## src/logic/cpu_macros.svh

```systemverilog
`ifndef CPU_MACROS_SVH
`define CPU_MACROS_SVH

`define WORD_SIZE 16
`define REG_COUNT 4

// Opcodes
`define OPC_BNE   4'd0
`define OPC_BEQ   4'd1
`define OPC_BGZ   4'd2
`define OPC_BLZ   4'd3
`define OPC_ADI   4'd4
`define OPC_ORI   4'd5
`define OPC_LHI   4'd6
`define OPC_LWD   4'd7
`define OPC_SWD   4'd8
`define OPC_JMP   4'd9
`define OPC_JAL   4'd10
`define OPC_RTYPE 4'd15

// Function codes of the R-type group
`define FN_ADD 6'd0
`define FN_SUB 6'd1
`define FN_AND 6'd2
`define FN_ORR 6'd3
`define FN_NOT 6'd4
`define FN_TCP 6'd5
`define FN_SHL 6'd6
`define FN_SHR 6'd7
`define FN_JPR 6'd25
`define FN_JRL 6'd26
`define FN_WWD 6'd28
`define FN_HLT 6'd29

// ALU operations
`define ALU_ADD    4'd0
`define ALU_SUB    4'd1
`define ALU_AND    4'd2
`define ALU_OR     4'd3
`define ALU_NOT    4'd4
`define ALU_TCP    4'd5
`define ALU_SHL    4'd6
`define ALU_SHR    4'd7
`define ALU_LHI    4'd8
`define ALU_PASS_B 4'd9
`define ALU_BNE    4'd10
`define ALU_BEQ    4'd11
`define ALU_BGZ    4'd12
`define ALU_BLZ    4'd13

// Datapath select codes
`define OPA_PC   1'b0
`define OPA_REG  1'b1
`define OPB_REG  2'd0
`define OPB_ONE  2'd1
`define OPB_SEXT 2'd2
`define OPB_ZEXT 2'd3
`define DEST_RD  2'd0
`define DEST_RT  2'd1
`define DEST_R2  2'd2
`define WB_ALU   2'd0
`define WB_MDR   2'd1
`define WB_PC    2'd2

`endif

```

## src/logic/cpu_pkg.sv

```systemverilog
`default_nettype none

`include "cpu_macros.svh"

package cpu_pkg;

	// Data, address and instruction word
	typedef logic [`WORD_SIZE-1:0] word_t;

	typedef logic [$clog2(`REG_COUNT)-1:0] reg_addr_t;

	// Holds one of the ALU_ codes
	typedef logic [3:0] alu_sel_t;

	typedef enum logic [2:0] {
		FETCH,
		DECODE,
		EXECUTE,
		MEMORY,
		WRITEBACK,
		HALTED
	} ctrl_state_t;

endpackage

`default_nettype wire

```

## src/logic/register_file.sv

```systemverilog
`timescale 1ns/1ns
`default_nettype none

`include "cpu_macros.svh"

module register_file (
	input  wire                 clk,
	input  wire                 reset_n,
	input  cpu_pkg::reg_addr_t  read_addr1,
	input  cpu_pkg::reg_addr_t  read_addr2,
	input  cpu_pkg::reg_addr_t  write_addr,
	input  cpu_pkg::word_t      write_data,
	input  wire                 write_en,
	output cpu_pkg::word_t      read_data1,
	output cpu_pkg::word_t      read_data2
);
	import cpu_pkg::*;

	word_t regs [`REG_COUNT];

	always_ff @(posedge clk) begin
		if (!reset_n) begin
			for (int i = 0; i < `REG_COUNT; i++) begin
				regs[i] <= '0;
			end
		end else if (write_en) begin
			regs[write_addr] <= write_data;
		end
	end

	// Reads see the old value during a write cycle
	assign read_data1 = regs[read_addr1];
	assign read_data2 = regs[read_addr2];

endmodule

`default_nettype wire

```

## src/logic/alu.sv

```systemverilog
`timescale 1ns/1ns
`default_nettype none

`include "cpu_macros.svh"

module alu (
	input  cpu_pkg::word_t    a,
	input  cpu_pkg::word_t    b,
	input  cpu_pkg::alu_sel_t sel,
	output cpu_pkg::word_t    result,
	output logic              bcond
);

	always_comb begin
		result = '0;
		bcond  = 1'b0;
		case (sel)
			`ALU_ADD: result = a + b;
			`ALU_SUB: result = a - b;
			`ALU_AND: result = a & b;
			`ALU_OR: result = a | b;
			`ALU_NOT: result = ~a;
			`ALU_TCP: result = ~a + 1'b1;
			`ALU_SHL: result = a << 1;
			// Arithmetic shift keeps the sign bit
			`ALU_SHR: result = {a[`WORD_SIZE-1], a[`WORD_SIZE-1:1]};
			`ALU_LHI: result = {b[7:0], 8'h00};
			`ALU_PASS_B: result = b;
			`ALU_BNE: begin
				result = a + b;
				bcond  = (a != b);
			end
			`ALU_BEQ: begin
				result = a + b;
				bcond  = (a == b);
			end
			// Signed compare of a against zero with b unused
			`ALU_BGZ: begin
				result = a + b;
				bcond  = ($signed(a) > 0);
			end
			`ALU_BLZ: begin
				result = a + b;
				bcond  = a[`WORD_SIZE-1];
			end
			default: begin
				result = '0;
				bcond  = 1'b0;
			end
		endcase
	end

endmodule

`default_nettype wire

```

## src/logic/control_unit.sv

```systemverilog
`timescale 1ns/1ns
`default_nettype none

`include "cpu_macros.svh"

module control_unit (
	input  wire               clk,
	input  wire               reset_n,
	input  wire  [3:0]        opcode,
	input  wire  [5:0]        func,
	input  wire               bcond,
	output logic              pc_write,
	output logic              branch_write,
	output logic              ir_write,
	output logic              mdr_write,
	output logic              i_or_d,
	output logic              read_m,
	output logic              write_m,
	output logic              reg_write,
	output logic [1:0]        reg_dest,
	output logic [1:0]        reg_src,
	output logic              alu_a_sel,
	output logic [1:0]        alu_b_sel,
	output cpu_pkg::alu_sel_t alu_sel,
	output logic              wwd,
	output logic              done,
	output logic              halt
);
	import cpu_pkg::*;

	ctrl_state_t state;
	ctrl_state_t next_state;

	// R-type func to ALU operation
	function automatic alu_sel_t func_to_alu(input logic [5:0] fn);
		alu_sel_t op;
		case (fn)
			`FN_SUB: op = `ALU_SUB;
			`FN_AND: op = `ALU_AND;
			`FN_ORR: op = `ALU_OR;
			`FN_NOT: op = `ALU_NOT;
			`FN_TCP: op = `ALU_TCP;
			`FN_SHL: op = `ALU_SHL;
			`FN_SHR: op = `ALU_SHR;
			default: op = `ALU_ADD;
		endcase
		return op;
	endfunction

	always_ff @(posedge clk) begin
		if (!reset_n) begin
			state <= FETCH;
		end else begin
			state <= next_state;
		end
	end

	always_comb begin
		pc_write     = 1'b0;
		branch_write = 1'b0;
		ir_write     = 1'b0;
		mdr_write    = 1'b0;
		i_or_d       = 1'b0;
		read_m       = 1'b0;
		write_m      = 1'b0;
		reg_write    = 1'b0;
		reg_dest     = `DEST_RT;
		reg_src      = `WB_ALU;
		alu_a_sel    = `OPA_PC;
		alu_b_sel    = `OPB_REG;
		alu_sel      = `ALU_ADD;
		wwd          = 1'b0;
		done         = 1'b0;
		halt         = 1'b0;
		next_state   = state;

		case (state)
			FETCH: begin
				read_m     = 1'b1;
				ir_write   = 1'b1;
				// PC+1 through the ALU
				pc_write   = 1'b1;
				alu_b_sel  = `OPB_ONE;
				next_state = DECODE;
			end
			DECODE: begin
				// Branch target PC+1+imm goes to the ALU output register
				alu_b_sel = `OPB_SEXT;
				if (opcode == `OPC_RTYPE && func == `FN_HLT) begin
					done       = 1'b1;
					next_state = HALTED;
				end else begin
					next_state = EXECUTE;
				end
			end
			EXECUTE: begin
				alu_a_sel  = `OPA_REG;
				next_state = FETCH;
				case (opcode)
					`OPC_RTYPE: begin
						case (func)
							`FN_WWD: begin
								wwd  = 1'b1;
								done = 1'b1;
							end
							`FN_JPR: begin
								pc_write = 1'b1;
								done     = 1'b1;
							end
							// Link first, jump in writeback
							`FN_JRL: begin
								reg_write  = 1'b1;
								reg_dest   = `DEST_R2;
								reg_src    = `WB_PC;
								next_state = WRITEBACK;
							end
							`FN_ADD, `FN_SUB, `FN_AND, `FN_ORR,
							`FN_NOT, `FN_TCP, `FN_SHL, `FN_SHR: begin
								alu_sel    = func_to_alu(func);
								next_state = WRITEBACK;
							end
							default: done = 1'b1;
						endcase
					end
					`OPC_ADI: begin
						alu_b_sel  = `OPB_SEXT;
						next_state = WRITEBACK;
					end
					`OPC_ORI: begin
						alu_b_sel  = `OPB_ZEXT;
						alu_sel    = `ALU_OR;
						next_state = WRITEBACK;
					end
					`OPC_LHI: begin
						alu_b_sel  = `OPB_ZEXT;
						alu_sel    = `ALU_LHI;
						next_state = WRITEBACK;
					end
					`OPC_LWD, `OPC_SWD: begin
						alu_b_sel  = `OPB_SEXT;
						next_state = MEMORY;
					end
					`OPC_BNE, `OPC_BEQ, `OPC_BGZ, `OPC_BLZ: begin
						alu_sel      = `ALU_BNE + alu_sel_t'(opcode);
						// Taken only when the compare holds
						branch_write = bcond;
						done         = 1'b1;
					end
					`OPC_JMP: begin
						pc_write = 1'b1;
						done     = 1'b1;
					end
					`OPC_JAL: begin
						reg_write  = 1'b1;
						reg_dest   = `DEST_R2;
						reg_src    = `WB_PC;
						next_state = WRITEBACK;
					end
					default: done = 1'b1;
				endcase
			end
			MEMORY: begin
				i_or_d = 1'b1;
				if (opcode == `OPC_LWD) begin
					read_m     = 1'b1;
					mdr_write  = 1'b1;
					next_state = WRITEBACK;
				end else begin
					write_m    = 1'b1;
					done       = 1'b1;
					next_state = FETCH;
				end
			end
			WRITEBACK: begin
				done       = 1'b1;
				next_state = FETCH;
				if (opcode == `OPC_JAL || (opcode == `OPC_RTYPE && func == `FN_JRL)) begin
					pc_write = 1'b1;
				end else begin
					reg_write = 1'b1;
					reg_dest  = (opcode == `OPC_RTYPE) ? `DEST_RD : `DEST_RT;
					reg_src   = (opcode == `OPC_LWD) ? `WB_MDR : `WB_ALU;
				end
			end
			HALTED: halt = 1'b1;
			default: next_state = FETCH;
		endcase
	end

endmodule

`default_nettype wire

```

## src/logic/cpu.sv

```systemverilog
`timescale 1ns/1ns
`default_nettype none

`include "cpu_macros.svh"

module cpu (
	input  wire            clk,
	input  wire            reset_n,
	input  cpu_pkg::word_t read_data,
	output logic           read_m,
	output logic           write_m,
	output cpu_pkg::word_t address,
	output cpu_pkg::word_t write_data,
	output cpu_pkg::word_t num_inst,
	output cpu_pkg::word_t output_port,
	output logic           is_halted
);
	import cpu_pkg::*;

	word_t pc;
	word_t ir;
	word_t mdr;
	word_t a_reg;
	word_t b_reg;
	word_t alu_out;

	word_t rf_data1;
	word_t rf_data2;
	word_t alu_a;
	word_t alu_b;
	word_t alu_result;
	word_t next_pc;
	word_t imm_sext;
	word_t imm_zext;
	word_t jump_target;
	word_t wb_data;
	reg_addr_t wb_addr;

	logic pc_write;
	logic branch_write;
	logic ir_write;
	logic mdr_write;
	logic i_or_d;
	logic reg_write;
	logic alu_a_sel;
	logic wwd;
	logic done;
	logic halt;
	logic bcond;
	logic [1:0] reg_dest;
	logic [1:0] reg_src;
	logic [1:0] alu_b_sel;
	alu_sel_t alu_sel;

	control_unit u_control (
		.clk          (clk),
		.reset_n      (reset_n),
		.opcode       (ir[15:12]),
		.func         (ir[5:0]),
		.bcond        (bcond),
		.pc_write     (pc_write),
		.branch_write (branch_write),
		.ir_write     (ir_write),
		.mdr_write    (mdr_write),
		.i_or_d       (i_or_d),
		.read_m       (read_m),
		.write_m      (write_m),
		.reg_write    (reg_write),
		.reg_dest     (reg_dest),
		.reg_src      (reg_src),
		.alu_a_sel    (alu_a_sel),
		.alu_b_sel    (alu_b_sel),
		.alu_sel      (alu_sel),
		.wwd          (wwd),
		.done         (done),
		.halt         (halt)
	);

	register_file u_regs (
		.clk        (clk),
		.reset_n    (reset_n),
		.read_addr1 (ir[11:10]),
		.read_addr2 (ir[9:8]),
		.write_addr (wb_addr),
		.write_data (wb_data),
		.write_en   (reg_write),
		.read_data1 (rf_data1),
		.read_data2 (rf_data2)
	);

	alu u_alu (
		.a      (alu_a),
		.b      (alu_b),
		.sel    (alu_sel),
		.result (alu_result),
		.bcond  (bcond)
	);

	assign imm_sext    = {{8{ir[7]}}, ir[7:0]};
	assign imm_zext    = {8'h00, ir[7:0]};
	assign jump_target = {pc[15:12], ir[11:0]};

	assign alu_a = (alu_a_sel == `OPA_REG) ? a_reg : pc;

	always_comb begin
		case (alu_b_sel)
			`OPB_ONE: alu_b = word_t'(1);
			`OPB_SEXT: alu_b = imm_sext;
			`OPB_ZEXT: alu_b = imm_zext;
			default: alu_b = b_reg;
		endcase
	end

	// Fetch increments, a taken branch uses the target from decode
	always_comb begin
		if (ir_write) begin
			next_pc = alu_result;
		end else if (branch_write) begin
			next_pc = alu_out;
		end else if (ir[15:12] == `OPC_JMP || ir[15:12] == `OPC_JAL) begin
			next_pc = jump_target;
		end else begin
			next_pc = a_reg;
		end
	end

	always_comb begin
		case (reg_dest)
			`DEST_RD: wb_addr = ir[7:6];
			`DEST_R2: wb_addr = reg_addr_t'(2);
			default: wb_addr = ir[9:8];
		endcase
	end

	always_comb begin
		case (reg_src)
			`WB_MDR: wb_data = mdr;
			`WB_PC: wb_data = pc;
			default: wb_data = alu_out;
		endcase
	end

	assign address    = i_or_d ? alu_out : pc;
	assign write_data = b_reg;
	assign is_halted  = halt;

	always_ff @(posedge clk) begin
		if (!reset_n) begin
			pc          <= '0;
			num_inst    <= '0;
			output_port <= '0;
		end else begin
			if (pc_write || branch_write) begin
				pc <= next_pc;
			end
			if (done) begin
				num_inst <= num_inst + 1'b1;
			end
			if (wwd) begin
				output_port <= a_reg;
			end
		end
	end

	always_ff @(posedge clk) begin
		if (ir_write) begin
			ir <= read_data;
		end
		if (mdr_write) begin
			mdr <= read_data;
		end
		// Operands hold while a register is written, so JRL jumps to the old rs
		if (!reg_write) begin
			a_reg <= rf_data1;
			b_reg <= rf_data2;
		end
		alu_out <= alu_result;
	end

endmodule

`default_nettype wire

```

## config.mk

```make
export PLATFORM = sky130hd
export DESIGN_NAME = cpu
export DESIGN_NICKNAME = d
export VERILOG_FILES = /design/src/logic/cpu_pkg.sv /design/src/logic/register_file.sv /design/src/logic/alu.sv /design/src/logic/control_unit.sv /design/src/logic/cpu.sv
export VERILOG_INCLUDE_DIRS = /design/src /design/src/logic
export SDC_FILE = /design/constraint.sdc
export NUM_CORES = 1
export LEC_CHECK = 0
export ABC_CLOCK_PERIOD_IN_PS = 16000
export BUFFER_PORTS_ARGS = -buffer_cell sky130_fd_sc_hd__buf_2
export CORE_UTILIZATION = 67
export DETAILED_ROUTE_END_ITERATION = 7
export PLACE_DENSITY = 0.86
export SYNTH_ARGS = -nofsm -noshare
export SYNTH_HDL_FRONTEND = slang
export SYNTH_HIERARCHICAL = 1
export SYNTH_SLANG_ARGS = --single-unit
```

## constraint.sdc

```tcl
create_clock -name clk -period 16 [get_ports clk]
set_clock_uncertainty 0.15 [all_clocks]
set_input_delay 0.8 -clock clk [delete_from_list [all_inputs] [get_ports clk]]
set_output_delay 0.8 -clock clk [all_outputs]
set_load 0.01 [all_outputs]
```

==> flow_metrics.tcl <==
set metrics [dict create \
    syn_area_um2 12600 \
    syn_nets 1326 \
    clk_root_buffer_cell "clkbuf_16" \
    coreArea_um2 18100 \
    critPathKind "reg2reg" \
    multi_input_area_um2 6720 \
    synth-edff-count 128 \
    dieArea_um2 19300 \
    antennaDiodeCount 0 \
    hold_viol_final 0 \
    period_share_pct 38.7 \
    antenna_left 0 \
    grt_max_degree 50 \
    port_buffers 84 \
    intPower_uw 1060 \
    cts_max_level 4 \
    cpMostUsedCell "o21ai_0" \
    clockBufferDepth 2 \
    finalSetupTns_ns 0 \
    r2r_cells 20 \
    largest_reg_flops 64 \
    status "finished, final reports clean" \
    dp_hpwl_mm 28.7 \
    ctsResizeCount 0 \
    path_max_fanout 18 \
    crit_start "ir[15]$_DFFE_PP_" \
    synthTopCellsByArea "edfxtp_1 (31%), dfxtp_1 (11%), ha_1 (5.3%)" \
    grt_pass1_wl_mm 61.2 \
    worstHoldPathType "reg2reg" \
    start_util_pct 69.2 \
    grt.total_usage_pct 42.1 \
    swShare_pct 41.2 \
    drv_slew 0 \
    yosysSeqAreaShare_pct 41.3 \
    tightest_slew_ns 1.21 \
    regToRegStartpoint "ir[15]$_DFFE_PP_" \
    tritoncts "yes" \
    nets 1363 \
    p_sw_uw 741 \
    startpoint_type "flop" \
    drive_above_1_share_pct 16.2 \
    cpPeakStageDelay_ns 0.80 \
    r2r_end "pc[14]$_SDFFE_PN0P_" \
    maxCapViolations 0 \
    synth_top_area_share_pct 30.6 \
    finalCriticalPeriod_ns 6.19 \
    p_comb_share_pct 37.7 \
    grt_setup_unrepaired "no" \
    regArea_um2 5180 \
    drt-total-wl_mm 40.7 \
    synthCells 1253 \
    rrSetupSlack_ns 9.81 \
    routedWlPerCell_um 26.6 \
    dr.pass1.iters 8 \
    top_register "u_regs/regs" \
    fmax_mhz 162 \
    synth-seq-cells 195 \
    relSlewSlack_pct 19.3 \
    die_w_um 139 \
    clk_latency_ns 0.45 \
    die_h_um 139 \
    cts_sinks 195 \
    fill_cells 1239 \
    leakage_uw 0.00522 \
    drc 0 \
    path_clk_slew_ns 0.08 \
    area_growth_pct 8.34 \
    async_flop_share_pct 0 \
    fin_total_pwr_uw 1800 \
    cp.required_ns 16.14 \
    power.density_nw_per_um2 132 \
    ios 85 \
    vias_per_cell 7.33 \
    std_cell_rows 49 \
    grt_pass1_vias 10300 \
    dp_cells 1500 \
    antenna_found_initial 0 \
    seq_power_share_pct 38.1 \
    overflow 0 \
    cp_cell_sequence "nor2b_1 > nor3b_1 > o21ai_0 > a21oi_1 > buf_4 > nand2_1 > a21oi_1 > inv_1 > ha_1 > or4_1 > nor4_1 > nand3_1 > nand3b_1 > o21ai_0 > and2_1 > and3_1 > nor2_1 > a31oi_1 > nand3_1 > o21ai_0" \
    p_clk_share_pct 24.2 \
    drt_iter0_drc 1791 \
    slowest_stage "nor2_1" \
    vias 11200 \
    finalSetupViolations 0 \
    synth_cell_type_count 93 \
    hold_start "num_inst[15]$_SDFFE_PN0P_" \
    cts_hold_buf 0 \
    syn_avg_cell_area_um2 10.0 \
    worstPathArrival_ns 6.33 \
    yosys.area.top_type "edfxtp_1" \
    numCtsBuffers 17 \
    cp-end-kind "flop" \
    post-route-util_pct 75.0 \
    postCtsSetupBuffers 0 \
    hold_depth 2 \
    place_congestion 1.07 \
    yosysWarningCount 6 \
    final_cells 1532 \
    min_to "num_inst[15]$_SDFFE_PN0P_" \
    irDropWorstVdd_mv 0.0964 \
    ys.flop_type "edfxtp_1" \
]
logic make-up after synthesis:
logic type	synth area share, %
AO/OA/AOI/OAI	17.0
buffers and inverters	5.29
XOR/XNOR	2.16
multiplexers	11.2
flip-flops	41.3
AND/OR/NAND/NOR	17.4
adder cells (fa/ha/maj)	5.60
worst max-delay path by stage:
stage | endpoint | slack, ns | depth (start not counted)
after detailed placement | pc[14]$_SDFFE_PN0P_ | 10.05 | 20
after global routing | pc[14]$_SDFFE_PN0P_ | 9.44 | 20
after global placement | pc[15]$_SDFFE_PN0P_ | 10.27 | 20
final | pc[14]$_SDFFE_PN0P_ | 9.81 | 20
after floorplan | pc[10]$_SDFFE_PN0P_ | 10.99 | 23
after CTS | pc[14]$_SDFFE_PN0P_ | 10.01 | 20
cells in the mapped netlist, drive strengths merged (27+ instances only):
master	n
o21ai	79
ha	53
mux4	33
edfxtp	128
and2	52
nand3	54
clkbuf	58
a21oi	55
inv	66
nand2	71
nor3	29
a22oi	27
mux2	32
dfxtp	67
nor2	105
placed cells by master (no fill, tap or decap), types with 6 or more instances in the layout:
cell type / Yosys / routed
a32oi_1: 6 / 6
a31oi_1: 20 / 20
edfxtp_1: 128 / 128
o22ai_1: 15 / 15
a211oi_1: 12 / 12
a21oi_1: 54 / 54
nand3_1: 53 / 53
or3_1: 6 / 6
xnor2_1: 21 / 21
o221ai_1: 6 / 6
a22oi_1: 27 / 27
mux2i_1: 26 / 26
nand2_1: 71 / 71
mux4_2: 21 / 21
buf_4: 1 / 18
clkbuf_16: 0 / 17
and2_1: 52 / 52
nand2b_1: 20 / 20
dfxtp_1: 67 / 67
inv_1: 66 / 66
mux4_1: 12 / 12
a221oi_1: 26 / 26
nor3_1: 28 / 26
buf_2: 16 / 84
mux2_2: 32 / 32
nor4_1: 7 / 7
nand4_1: 8 / 8
a22o_1: 8 / 8
xor2_1: 10 / 10
nor2_1: 105 / 104
and3_1: 20 / 20
nor2b_1: 13 / 13
o211ai_1: 11 / 11
o21ai_0: 78 / 76
ha_1: 53 / 53
critical path, delay by kind of cell, from the launching register on:
| kind | cells | cell delay [ns] |
|---|---|---|
| AO/OA/AOI/OAI | 6 | 1.24 |
| adder cells (fa/ha/maj) | 1 | 0.40 |
| buffers and inverters | 2 | 0.38 |
| flip-flops | 1 | 0.61 |
| AND/OR/NAND/NOR | 11 | 3.25 |
per-stage QoR:
step                worst slack [ns]  cell area, um^2  hold slack, ns
global placement               10.27            13000           0.302
global route                    9.44            13600           0.349
detailed placement             10.05            13000           0.321
floorplan                      10.99            12600           0.308
CTS                            10.01            13600           0.337
finish                          9.81            13600           0.333
area by class of cell:
type / instances / area share, %
Inverter: 67 / 1.85
Sequential cell: 195 / 38.1
Clock inverter: 15 / 1.32
Tap cell: 229 / 2.11
Clock buffer: 17 / 3.13
Timing Repair Buffer: 102 / 4.08
Multi-Input combinational cell: 907 / 49.4
power groups by stage:
stage          clock [uW]  sequential [uW]  combinational [uW]
6_report              435              684                 678
5_1_grt               453              686                 717
4_1_cts               434              677                 650
3_5_place_dp            0              687                 643
3_3_place_gp            0              686                 636
2_1_floorplan           0              646                 469
metal layers:
metal	vias up	wire, um	track usage [%]	share of wire [%]
met1	5320	15100	56.8	37
met2	961	18400	65.2	45
met5	-	0	0	0
li1	4786	-	-	-
met4	0	1750	18.5	4.3
met3	166	5410	9.94	13
Note: power is estimated with default switching activity, not from simulation.
